**config.mk**
```make
export PLATFORM = sky130hd
export DESIGN_NAME = if_stage
export DESIGN_NICKNAME = d
export VERILOG_FILES = /design/src/verilog/fetch_pkg.sv /design/src/verilog/fetch_trans_if.sv /design/src/verilog/if_stage.sv /design/src/verilog/pma_checker.sv /design/src/verilog/prefetch_unit.sv /design/src/verilog/wb_instr_master.sv
export VERILOG_INCLUDE_DIRS = /design/src /design/src/include
export SDC_FILE = /design/constraint.sdc
export NUM_CORES = 1
export LEC_CHECK = 0
export ABC_CLOCK_PERIOD_IN_PS = 8300
export CORE_MARGIN = 10
export CORE_UTILIZATION = 40
export CTS_BUF_LIST = sky130_fd_sc_hd__clkbuf_16
export DETAILED_ROUTE_END_ITERATION = 7
export DONT_BUFFER_PORTS = 1
export PLACE_DENSITY = 0.57
export SLEW_MARGIN = 10
export SYNTH_ARGS = -nofsm -noshare
export SYNTH_HDL_FRONTEND = slang
export SYNTH_SLANG_ARGS = --single-unit
```
**constraint.sdc**
```tcl
create_clock -name clk -period 8.3 [get_ports clk]
set_input_delay 1.66 -clock clk [delete_from_list [all_inputs] [get_ports clk]]
set_output_delay 1.66 -clock clk [all_outputs]
set_load 0.02 [all_outputs]
```
**src/include/fetch_config.svh**
```systemverilog
// Fetch buffer depth and executable region macros
`ifndef FETCH_CONFIG_SVH
`define FETCH_CONFIG_SVH

//////////////////////////////
// Prefetch buffer
//////////////////////////////

// Words held by the prefetch ring buffer
// In-flight word counts against this too
`define FETCH_BUF_DEPTH 2

//////////////////////////////
// Executable region
//////////////////////////////

// Single PMA region, base and size in bytes
// Fetches outside return a fault word
`define FETCH_EXEC_BASE 32'h0000_0000
`define FETCH_EXEC_SIZE 32'h0001_0000

`endif

```
**src/verilog/fetch_pkg.sv**
```systemverilog
// Fetch stage types: PC mux selects, handler kind selects, fetch response word
package fetch_pkg;

  //////////////////////////////
  // Redirect source select
  //////////////////////////////

  typedef enum logic [2:0] {
    // Boot address, low bits cleared
    PC_BOOT      = 3'd0,
    // Jump target from ID
    PC_JUMP      = 3'd1,
    // Branch target from EX
    PC_BRANCH    = 3'd2,
    // Handler address from the exception mux
    PC_EXCEPTION = 3'd3,
    // Return from trap
    PC_MRET      = 3'd4
  } pc_mux_e;

  //////////////////////////////
  // Handler kind select
  //////////////////////////////

  typedef enum logic [1:0] {
    // Synchronous trap, mtvec base
    EXC_PC_EXCEPTION = 2'd0,
    // Vectored interrupt
    EXC_PC_IRQ       = 2'd1,
    // Non-maskable interrupt
    EXC_PC_NMI       = 2'd2,
    // Debug halt entry
    EXC_PC_DBD       = 2'd3
  } exc_pc_mux_e;

  //////////////////////////////
  // Fetch response
  //////////////////////////////

  // One instruction word plus access fault flag
  typedef struct packed {
    logic [31:0] rdata;
    logic        fault;
  } fetch_resp_t;

  // Empty word, no fault
  localparam fetch_resp_t FETCH_RESP_RESET = '{rdata: 32'h0000_0000, fault: 1'b0};

endpackage

```
**src/verilog/fetch_trans_if.sv**
```systemverilog
// Fetch transaction interface with requester and responder modports
`timescale 1ns/1ps

interface fetch_trans_if;

  // Request channel, address held while valid is high
  logic                   trans_valid;
  logic [31:0]            trans_addr;
  logic                   trans_ready;

  // Response channel, no back-pressure
  logic                   resp_valid;
  fetch_pkg::fetch_resp_t resp;

  // Side that issues fetch addresses
  modport requester (
    output trans_valid, trans_addr,
    input  trans_ready, resp_valid, resp
  );

  // Side that answers with one response per accepted request
  modport responder (
    input  trans_valid, trans_addr,
    output trans_ready, resp_valid, resp
  );

endinterface

```
**src/verilog/if_stage.sv**
```systemverilog
// Instruction fetch stage top: PC and handler muxes, fetch path, IF/ID register
`timescale 1ns/1ps

module if_stage (
  input  logic                   clk,
  input  logic                   rst_n,
  input  logic                   pc_set_i,
  input  fetch_pkg::pc_mux_e     pc_mux_i,
  input  fetch_pkg::exc_pc_mux_e exc_pc_mux_i,
  input  logic [4:0]             irq_id_i,
  input  logic [23:0]            mtvec_addr_i,
  input  logic [31:0]            boot_addr_i,
  input  logic [31:0]            jump_target_i,
  input  logic [31:0]            branch_target_i,
  input  logic [31:0]            mepc_i,
  input  logic [31:0]            nmi_addr_i,
  input  logic [31:0]            dm_halt_addr_i,
  input  logic                   kill_if_i,
  input  logic                   halt_if_i,
  input  logic                   id_ready_i,
  output logic                   id_valid_o,
  output logic [31:0]            id_instr_o,
  output logic [31:0]            id_pc_o,
  output logic                   id_fault_o,
  output logic                   mtvec_init_o,
  output logic                   if_busy_o,
  output logic                   wb_cyc_o,
  output logic                   wb_stb_o,
  output logic [31:0]            wb_adr_o,
  output logic [3:0]             wb_sel_o,
  output logic                   wb_we_o,
  input  logic [31:0]            wb_dat_i,
  input  logic                   wb_ack_i
);

  logic [31:0]            exc_pc;
  logic [31:0]            branch_addr_n;
  logic                   prefetch_valid;
  fetch_pkg::fetch_resp_t prefetch_instr;
  logic [31:0]            pc_if;
  logic                   if_valid;
  logic                   if_ready;
  logic                   id_valid_q;
  fetch_pkg::fetch_resp_t id_resp_q;
  logic [31:0]            id_pc_q;

  fetch_trans_if core_tr ();
  fetch_trans_if bus_tr ();

  //////////////////////////////
  // Redirect address
  //////////////////////////////

  always_comb
  begin : exc_pc_mux
    unique case (exc_pc_mux_i)
      // Traps share the base
      fetch_pkg::EXC_PC_EXCEPTION: exc_pc = {mtvec_addr_i, 8'h00};
      // One word slot per interrupt id
      fetch_pkg::EXC_PC_IRQ:       exc_pc = {mtvec_addr_i, 1'b0, irq_id_i, 2'b00};
      fetch_pkg::EXC_PC_NMI:       exc_pc = {nmi_addr_i[31:2], 2'b00};
      fetch_pkg::EXC_PC_DBD:       exc_pc = {dm_halt_addr_i[31:2], 2'b00};
      default:                     exc_pc = {mtvec_addr_i, 8'h00};
    endcase
  end

  always_comb
  begin : pc_mux
    unique case (pc_mux_i)
      fetch_pkg::PC_BOOT:      branch_addr_n = {boot_addr_i[31:2], 2'b00};
      fetch_pkg::PC_JUMP:      branch_addr_n = jump_target_i;
      fetch_pkg::PC_BRANCH:    branch_addr_n = branch_target_i;
      fetch_pkg::PC_EXCEPTION: branch_addr_n = exc_pc;
      fetch_pkg::PC_MRET:      branch_addr_n = mepc_i;
      default:                 branch_addr_n = {boot_addr_i[31:2], 2'b00};
    endcase
  end

  // Boot redirect also initializes mtvec
  assign mtvec_init_o = pc_set_i && (pc_mux_i == fetch_pkg::PC_BOOT);

  //////////////////////////////
  // Fetch path
  //////////////////////////////

  prefetch_unit u_prefetch (
    .clk           (clk),
    .rst_n         (rst_n),
    .flush_i       (pc_set_i),
    .branch_addr_i (branch_addr_n),
    .ready_i       (if_ready),
    .valid_o       (prefetch_valid),
    .instr_o       (prefetch_instr),
    .addr_o        (pc_if),
    .busy_o        (if_busy_o),
    .tr            (core_tr.requester)
  );

  pma_checker u_pma (
    .clk     (clk),
    .rst_n   (rst_n),
    .core_tr (core_tr.responder),
    .bus_tr  (bus_tr.requester)
  );

  wb_instr_master u_wb (
    .clk      (clk),
    .rst_n    (rst_n),
    .tr       (bus_tr.responder),
    .wb_cyc_o (wb_cyc_o),
    .wb_stb_o (wb_stb_o),
    .wb_adr_o (wb_adr_o),
    .wb_sel_o (wb_sel_o),
    .wb_we_o  (wb_we_o),
    .wb_dat_i (wb_dat_i),
    .wb_ack_i (wb_ack_i)
  );

  //////////////////////////////
  // IF/ID register
  //////////////////////////////

  // Kill drops the head, halt keeps it
  assign if_valid = prefetch_valid && !kill_if_i && !halt_if_i;
  assign if_ready = kill_if_i || (id_ready_i && !halt_if_i);

  always_ff @(posedge clk, negedge rst_n)
  begin : if_id_reg
    if (!rst_n)
    begin
      id_valid_q <= 1'b0;
      id_resp_q  <= fetch_pkg::FETCH_RESP_RESET;
      id_pc_q    <= '0;
    end
    else if (if_valid && id_ready_i)
    begin
      id_valid_q <= 1'b1;
      id_resp_q  <= prefetch_instr;
      id_pc_q    <= pc_if;
    end
    else if (id_ready_i)
    begin
      // Bubble when nothing is offered
      id_valid_q <= 1'b0;
    end
  end

  assign id_valid_o = id_valid_q;
  assign id_instr_o = id_resp_q.rdata;
  assign id_fault_o = id_resp_q.fault;
  assign id_pc_o    = id_pc_q;

endmodule

```
**src/verilog/pma_checker.sv**
```systemverilog
// Executable-region checker that forwards allowed fetches and faults denied ones
`timescale 1ns/1ps
`include "fetch_config.svh"

module pma_checker (
  input  logic             clk,
  input  logic             rst_n,
  fetch_trans_if.responder core_tr,
  fetch_trans_if.requester bus_tr
);

  // Answer to a denied fetch, zero data with fault set
  localparam fetch_pkg::fetch_resp_t FAULT_RESP = '{rdata: 32'h0000_0000, fault: 1'b1};

  logic [31:0]            offset;
  logic                   allowed;
  logic                   fault_pend_q;

  //////////////////////////////
  // Region compare
  //////////////////////////////

  // Offset into the region, wraps below base
  assign offset  = core_tr.trans_addr - 32'(`FETCH_EXEC_BASE);
  assign allowed = (core_tr.trans_addr >= 32'(`FETCH_EXEC_BASE)) &&
                   (offset < 32'(`FETCH_EXEC_SIZE));

  // Allowed requests go straight to the bus
  assign bus_tr.trans_valid = core_tr.trans_valid && allowed;
  assign bus_tr.trans_addr  = core_tr.trans_addr;

  // Denied requests never wait
  assign core_tr.trans_ready = allowed ? bus_tr.trans_ready : 1'b1;

  //////////////////////////////
  // Fault response
  //////////////////////////////

  // One-cycle pending fault for a denied request
  always_ff @(posedge clk, negedge rst_n)
  begin : fault_pend
    if (!rst_n)
      fault_pend_q <= 1'b0;
    else
      fault_pend_q <= core_tr.trans_valid && !allowed;
  end

  // Bus is idle while a fault is pending
  assign core_tr.resp_valid = bus_tr.resp_valid || fault_pend_q;
  assign core_tr.resp       = fault_pend_q ? FAULT_RESP : bus_tr.resp;

endmodule

```
**src/verilog/prefetch_unit.sv**
```systemverilog
// Prefetch unit: fetch address counter, instruction ring buffer, flush and stale discard
`timescale 1ns/1ps
`include "fetch_config.svh"

module prefetch_unit (
  input  logic                   clk,
  input  logic                   rst_n,
  input  logic                   flush_i,
  input  logic [31:0]            branch_addr_i,
  input  logic                   ready_i,
  output logic                   valid_o,
  output fetch_pkg::fetch_resp_t instr_o,
  output logic [31:0]            addr_o,
  output logic                   busy_o,
  fetch_trans_if.requester       tr
);

  localparam int DEPTH = `FETCH_BUF_DEPTH;
  localparam int PTR_W = (DEPTH > 1) ? $clog2(DEPTH) : 1;
  localparam int CNT_W = $clog2(DEPTH + 1);

  logic [31:0]            fetch_addr_q;
  logic [31:0]            inflight_addr_q;
  logic                   fetch_en_q;
  logic                   outstanding_q;
  logic                   discard_q;
  logic [PTR_W-1:0]       rd_ptr_q;
  logic [PTR_W-1:0]       wr_ptr_q;
  logic [CNT_W-1:0]       buf_cnt_q;
  logic [CNT_W-1:0]       occ;
  logic                   req_fire;
  logic                   push;
  logic                   pop;
  logic [31:0]            push_addr;
  fetch_pkg::fetch_resp_t buf_q [DEPTH];
  logic [31:0]            buf_pc_q [DEPTH];

  // Ring pointer advance, wraps at DEPTH
  function automatic logic [PTR_W-1:0] next_ptr(input logic [PTR_W-1:0] ptr);
    logic [PTR_W-1:0] nxt;
    if (ptr == PTR_W'(DEPTH - 1))
      nxt = '0;
    else
      nxt = ptr + 1'b1;
    return nxt;
  endfunction

  //////////////////////////////
  // Request side
  //////////////////////////////

  // Buffered words plus the live in-flight word
  assign occ = buf_cnt_q + CNT_W'(outstanding_q && !discard_q);

  // One outstanding at most, room needed, quiet during a redirect
  assign tr.trans_valid = fetch_en_q && !outstanding_q && (occ < CNT_W'(DEPTH)) && !flush_i;
  assign tr.trans_addr  = fetch_addr_q;
  assign req_fire       = tr.trans_valid && tr.trans_ready;

  // Address of the word that answers now
  assign push_addr = outstanding_q ? inflight_addr_q : fetch_addr_q;

  // Stale responses and responses in a flush cycle are dropped
  assign push = tr.resp_valid && !discard_q && !flush_i;
  assign pop  = valid_o && ready_i && !flush_i;

  always_ff @(posedge clk, negedge rst_n)
  begin : req_ctrl
    if (!rst_n)
    begin
      fetch_addr_q  <= '0;
      fetch_en_q    <= 1'b0;
      outstanding_q <= 1'b0;
      discard_q     <= 1'b0;
    end
    else
    begin
      // Fetching begins with the first redirect
      if (flush_i)
      begin
        fetch_en_q   <= 1'b1;
        fetch_addr_q <= branch_addr_i;
      end
      else if (req_fire)
      begin
        fetch_addr_q <= fetch_addr_q + 32'd4;
      end
      // Cleared by any response, same-cycle answers included
      outstanding_q <= !tr.resp_valid && (outstanding_q || req_fire);
      // Mark the in-flight transfer as stale
      if (flush_i && outstanding_q && !tr.resp_valid)
        discard_q <= 1'b1;
      else if (tr.resp_valid)
        discard_q <= 1'b0;
    end
  end

  always_ff @(posedge clk)
  begin : req_addr
    if (req_fire)
      inflight_addr_q <= fetch_addr_q;
  end

  //////////////////////////////
  // Instruction buffer
  //////////////////////////////

  always_ff @(posedge clk, negedge rst_n)
  begin : buf_ctrl
    if (!rst_n)
    begin
      rd_ptr_q  <= '0;
      wr_ptr_q  <= '0;
      buf_cnt_q <= '0;
    end
    else if (flush_i)
    begin
      // Redirect empties the buffer at once
      rd_ptr_q  <= '0;
      wr_ptr_q  <= '0;
      buf_cnt_q <= '0;
    end
    else
    begin
      if (push)
        wr_ptr_q <= next_ptr(wr_ptr_q);
      if (pop)
        rd_ptr_q <= next_ptr(rd_ptr_q);
      buf_cnt_q <= buf_cnt_q + CNT_W'(push) - CNT_W'(pop);
    end
  end

  always_ff @(posedge clk)
  begin : buf_data
    if (push)
    begin
      buf_q[wr_ptr_q]    <= tr.resp;
      buf_pc_q[wr_ptr_q] <= push_addr;
    end
  end

  // Head of buffer toward IF
  assign valid_o = (buf_cnt_q != '0);
  assign instr_o = buf_q[rd_ptr_q];
  assign addr_o  = buf_pc_q[rd_ptr_q];
  assign busy_o  = outstanding_q || tr.trans_valid;

endmodule

```
**src/verilog/wb_instr_master.sv**
```systemverilog
// Wishbone classic read master for instruction words
`timescale 1ns/1ps

module wb_instr_master (
  input  logic             clk,
  input  logic             rst_n,
  fetch_trans_if.responder tr,
  output logic             wb_cyc_o,
  output logic             wb_stb_o,
  output logic [31:0]      wb_adr_o,
  output logic [3:0]       wb_sel_o,
  output logic             wb_we_o,
  input  logic [31:0]      wb_dat_i,
  input  logic             wb_ack_i
);

  logic        cyc_q;
  logic [31:0] adr_q;
  logic        ack;

  // Ack only counts inside an open cycle
  assign ack = cyc_q && wb_ack_i;

  // New request only when the bus is free
  assign tr.trans_ready = !cyc_q;

  always_ff @(posedge clk, negedge rst_n)
  begin : cyc_reg
    if (!rst_n)
      cyc_q <= 1'b0;
    else if (ack)
      cyc_q <= 1'b0;
    else if (tr.trans_valid && !cyc_q)
      cyc_q <= 1'b1;
  end

  // Address held for the whole cycle
  always_ff @(posedge clk)
  begin : adr_reg
    if (tr.trans_valid && !cyc_q)
      adr_q <= tr.trans_addr;
  end

  // Read-only, full word
  assign wb_cyc_o = cyc_q;
  assign wb_stb_o = cyc_q;
  assign wb_adr_o = adr_q;
  assign wb_sel_o = 4'hF;
  assign wb_we_o  = 1'b0;

  // Response in the ack cycle
  assign tr.resp_valid = ack;
  assign tr.resp       = '{rdata: wb_dat_i, fault: 1'b0};

endmodule
```
## After elaboration in Yosys (flattened, before gate mapping)

Memory sizes are Yosys's and may differ from the RTL's. A register that Yosys moved wholly into a read port is not among the register bits.
Index checks and enable logic that the tools add are counted.

- Word-level logic and storage cells: 97
- Register bits: 106
- Bits in writable memories: 130
- Output and inout port bits: 107
- Input bits: 265
- Memories: 2

Memory list:

| name | words | bits a word | rd ports | clocked after Yosys merged registers in | wr ports | RTL line | RTL |
|---|---|---|---|---|---|---|---|
| u_prefetch.buf_q | 2 | 33 | 1 | 1 | 1 | prefetch_unit.sv:35 | `fetch_pkg::fetch_resp_t buf_q [DEPTH];` |
| u_prefetch.buf_pc_q | 2 | 32 | 1 | 1 | 1 | prefetch_unit.sv:36 | `logic [31:0] buf_pc_q [DEPTH];` |

- $add $sub $neg: 6
- Multiplexer cells: 22
- $lt $le $gt $ge: 3
- Reduce and logical (&&, ||, !) cells: 45
- Eq/ne operators: 7

Operators by type and width:

| kind | count |
|---|---|
| $pmux 32 s4 | 2 |
| $mux 32 | 3 |
| $mux 33 | 1 |
| $add 32x3->32 const B | 1 |
| $ge 32x1->1 const B | 1 |
| $lt 32x17->1 const B | 1 |
| $logic_and 1x1->1 | 22 |
| $mux 1 | 15 |
| $reduce_bool 2->1 | 7 |
| $logic_not 1->1 | 10 |
| $eq 3x2->1 const B | 2 |
| $add 2x1->2 | 2 |
| $eq 2x2->1 const B | 2 |
| $logic_or 1x1->1 | 4 |
| $eq 3x1->1 const B | 1 |
| $eq 3x3->1 const B | 1 |
| $logic_not 3->1 | 1 |
| $add 1x1->1 const B | 2 |
| $eq 2x1->1 const B | 1 |
| $logic_not 2->1 | 1 |
| $lt 2x2->1 const B | 1 |
| $mux 2 | 1 |
| $sub 2x1->2 | 1 |

## Longest topological paths before layout

- Depth in word-level cells: 10
- Mapped depth: 10
- Depth with buffers taken out: 9

## Modules after synthesis

From an unflattened synthesis, not the netlist that was laid out.

- Cells, all modules: 1,098
- Area total of the unflattened synthesis: 14,520.2 um^2

By module, submodules not included:

| module | cells an instance | seq. area each (um^2) | instances | area an instance (um^2) |
|---|---|---|---|---|
| prefetch_unit | 517 | 5,840.6 | 1 | 8,209.1 |
| if_stage | 424 | 1,651.6 | 1 | 4,410.5 |
| wb_instr_master | 78 | 985.9 | 1 | 1,312.5 |
| pma_checker | 79 | 25.0 | 1 | 588.1 |

## Least setup slack after synthesis

Ideal clock, no wire load.

- Kind: input -> register
- Start point: input port pc_set_i
- End point: memory u_prefetch.buf_pc_q[0][0], enable pin
- Library setup time: 0.648 ns
- Required time: 7.652 ns
- Slack: -0.865 ns
- Arrival time: 8.516 ns
- Stages: 4
- Path buffers: 3
- Cells stage by stage: clkbuf_1 -> clkbuf_1 -> clkbuf_1 -> nor4_1

- Longest elaborated chain between the ends: 4

Ends and longest elaborated chain:

| what | RTL line | RTL |
|---|---|---|
| start: declaration | if_stage.sv:7 | `input logic pc_set_i,` |
| $logic_not 1->1 | prefetch_unit.sv:64 | `assign push = tr.resp_valid && !discard_q && !flush_i;` |
| $logic_and 1x1->1 | prefetch_unit.sv:64 |  |
| $mux 1 | prefetch_unit.sv:135 | `if (push)` |
| $mux 1 (not written as such) | prefetch_unit.sv:138 | `buf_pc_q[wr_ptr_q] <= push_addr;` |
| end: declaration | prefetch_unit.sv:36 |  |

Every way passes these cells.

## Final worst setup path

- Start point: input port pc_mux_i[0]
- End point: output port mtvec_init_o

- Longest elaborated chain between the ends: 2

Ends and longest elaborated chain:

| what | RTL line | RTL |
|---|---|---|
| start: declaration | if_stage.sv:8 | `input fetch_pkg::pc_mux_e pc_mux_i,` |
| $logic_not 3->1 | if_stage.sv:80 | `assign mtvec_init_o = pc_set_i && (pc_mux_i == fetch_pkg::PC_BOOT);` |
| $logic_and 1x1->1 | if_stage.sv:80 |  |
| end: declaration | if_stage.sv:25 | `output logic mtvec_init_o,` |

Every way passes these cells.

==> reports/metrics.cfg <==
[logic_synthesis]
synth_cell_types=63
syn_avg_cell_area_um2=12.3
synth-edff-count=194
ys_top_cells_by_area=edfxtp_1 42%, dfrtp_1 19%, mux2i_1 6.7%, a21oi_1 4.6%, nor2_1 2.9%
netlist_instances=1123
synth.cell_area_um2=13800
yosysWarnings=0
yosys.area.top_type=edfxtp_1
synth_seq_cells=301
ys_seq_area_frac=0.617
synth_top_area_frac=0.422
ys.flop_type=edfxtp_1
async_flop_share=0.355

[placement]
hpwl_mm=30.9
gp_congestion=0.914
dp_cells=1501
io_buffers=0

[clocking]
insertion_delay_ps=550
cts.clk_slew.worst_paths_ps=60
cts_root_buffer=clkbuf_16
clock_tree.htree_level_count=1
cts_setup_buffers=0
cts_hold_buf=0
cts_buffer_depth=3
cts_tree=yes
cts_buffers=30
clock_sinks=301
cts_resized=0

[critical_path]
required_ps=6640
cp_num_buf_inv=0
critPathArrivalTime_ps=2660
crit_chain=nor4b_1
critPathTopFamily=simple AND/OR/NAND/NOR gates
end_kind=output pin
criticalPathCategory=in2out
max_stage_delay_ps=980
cp_slowest_cell=nor4b_1
crit_path_start_kind=primary input
reg2reg_setup_slack_ps=4870
cp_max_fo=30

[route]
num_vias=8780
wirelength_mm=41.8
drtIter0Drc=479
dr.pass1.iters=5
via_per_inst=5.62
wl_per_cell_um=26.8
ant_nets=0
drcViolationCount=0

[cells_and_area]
stdcell_count=1562
post-route-util=0.446
layout.nets=1353
mostFrequentLayoutCell=edfxtp_1
area_growth_pct=9.29
layout_common_cells=194 x edfxtp_1, 126 x a21oi_1, 108 x nor2_1
drive_gt1_frac=0.102

[die]
initial_core_util=0.408
core_area_um2=33800
io_pins=372
fp.dieH_um=206
dieArea_um2=42300
die_x_um=206
num_rows=67

[timing]
fin_crit_sh=0.520
hold_ws_ps=519
finalMaxSlewViolations=0
tightest_slew_ps=1150
fmax_ghz=0.232
relSlewSlack=0.219
fin_tns_setup_ps=0
grt_setup_unrepaired=no
finClkSkew_ps=20.3
fin_crit_ps=4320
final-hold-violation-count=0
finalSetupViolCount=0

[global_routing]
antenna_found_initial=6
grt_usage=0.191
grt_max_degree=108
grt_pass1_vias=8901
grt_first_pass_wirelength_mm=60.6
overflow=0

[power]
p_leak_nw=5.40
p_per_area_nw_per_um2=308
ir_drop_v=0.000175

[min_path]
min-delay-path-class=reg2reg

[status]
status=finished, final reports clean

[run]
maxCapViolCount=0

## routing by layer
| metal | part of all wire | GRT usage |
|---|---|---|
| met5 | 0 | 0 |
| met4 | 0.018 | 0.0431 |
| met3 | 0.088 | 0.0580 |
| met2 | 0.50 | 0.330 |
| met1 | 0.40 | 0.228 |
## kinds of logic after synthesis
family,after synthesis,share of synthesized area
AOI/OAI and AO/OA,291,0.136
other,2,0.000545
adders and majority gates,3,0.00272
xor gates and xnor gates,9,0.00572
muxes,127,0.0954
and+or+nand+nor,292,0.111
buffers and inverters,98,0.0323
DFF,301,0.617
## worst paths after layout
path / start / to / cells past startpoint
worst max-delay path: pc_mux_i[0] / mtvec_init_o / 1
worst min-delay path: u_prefetch.fetch_en_q / u_prefetch.fetch_en_q / 1
worst max register to register: u_prefetch.outstanding_q / u_prefetch.tr.trans_addr[13] / 7
worst min register to register: u_prefetch.fetch_en_q / u_prefetch.fetch_en_q / 1
max in group asynchronous: rst_n / u_prefetch.tr.trans_addr[29] / 0
min in group asynchronous: rst_n / id_instr_o[24] / 0
## power breakdown
| part | switching (mW) | internal, mW |
|---|---|---|
| clock | 0.548 | 0.767 |
| sequential | 0.535 | 2.00 |
| combinational | 0.430 | 0.370 |
## synth_stat cells (9+ instances only)
| master | n |
|---|---|
| a211oi_1 | 15 |
| a21o_1 | 11 |
| a21oi_1 | 126 |
| and3_1 | 9 |
| buf_1 | 13 |
| buf_2 | 17 |
| buf_4 | 9 |
| clkbuf_1 | 41 |
| dfrtp_1 | 107 |
| edfxtp_1 | 194 |
| inv_1 | 14 |
| mux2_2 | 35 |
| mux2i_1 | 92 |
| nand2_1 | 30 |
| nand2b_1 | 30 |
| nor2_1 | 108 |
| nor2b_1 | 61 |
| o211ai_1 | 15 |
| o21ai_0 | 33 |
| o221ai_1 | 13 |
| o22a_1 | 13 |
| o22ai_1 | 15 |
## worst reg2reg max path: stages, from the launching register on
cell	delay [ps]
dfrtp_2	720
nor4b_1	770
o21ai_2	230
inv_2	540
buf_4	480
and2_1	320
a31o_1	170
a2bb2oi_1	60
## through the flow
stage / power [mW] / cell area, µm² / setup WS, ps
after detailed placement: 3.39 / 14100 / 4000
after global routing: 4.90 / 15100 / 4010
after global placement: 3.36 / 14100 / 4010
after CTS: 4.72 / 15100 / 4000
after floorplan: 3.12 / 13800 / 1860
final: 4.65 / 15100 / 3980
## final cells by class
| type | count | area, µm² |
|---|---|---|
| Fill cell | 3043 | 18700 |
| Sequential cell | 301 | 8510 |
| Multi-Input combinational cell | 727 | 4890 |
| Clock buffer | 31 | 776 |
| Tap cell | 448 | 561 |
| Clock inverter | 25 | 194 |
| Timing Repair Buffer | 10 | 75.1 |
| Inverter | 15 | 56.3 |
| Antenna cell | 5 | 12.5 |
## flip-flops by register name, indices dropped and copies added (netlist names), 2 cells and up
register / cells
id_pc_o: 32
u_prefetch.tr.trans_addr: 32
u_prefetch.buf_cnt_q: 2
u_prefetch.inflight_addr_q: 32
id_instr_o: 32
u_prefetch.buf_pc_q: 64
u_prefetch.buf_q: 66
u_wb.wb_adr_o: 32
Power figures use the tool's default switching activity.
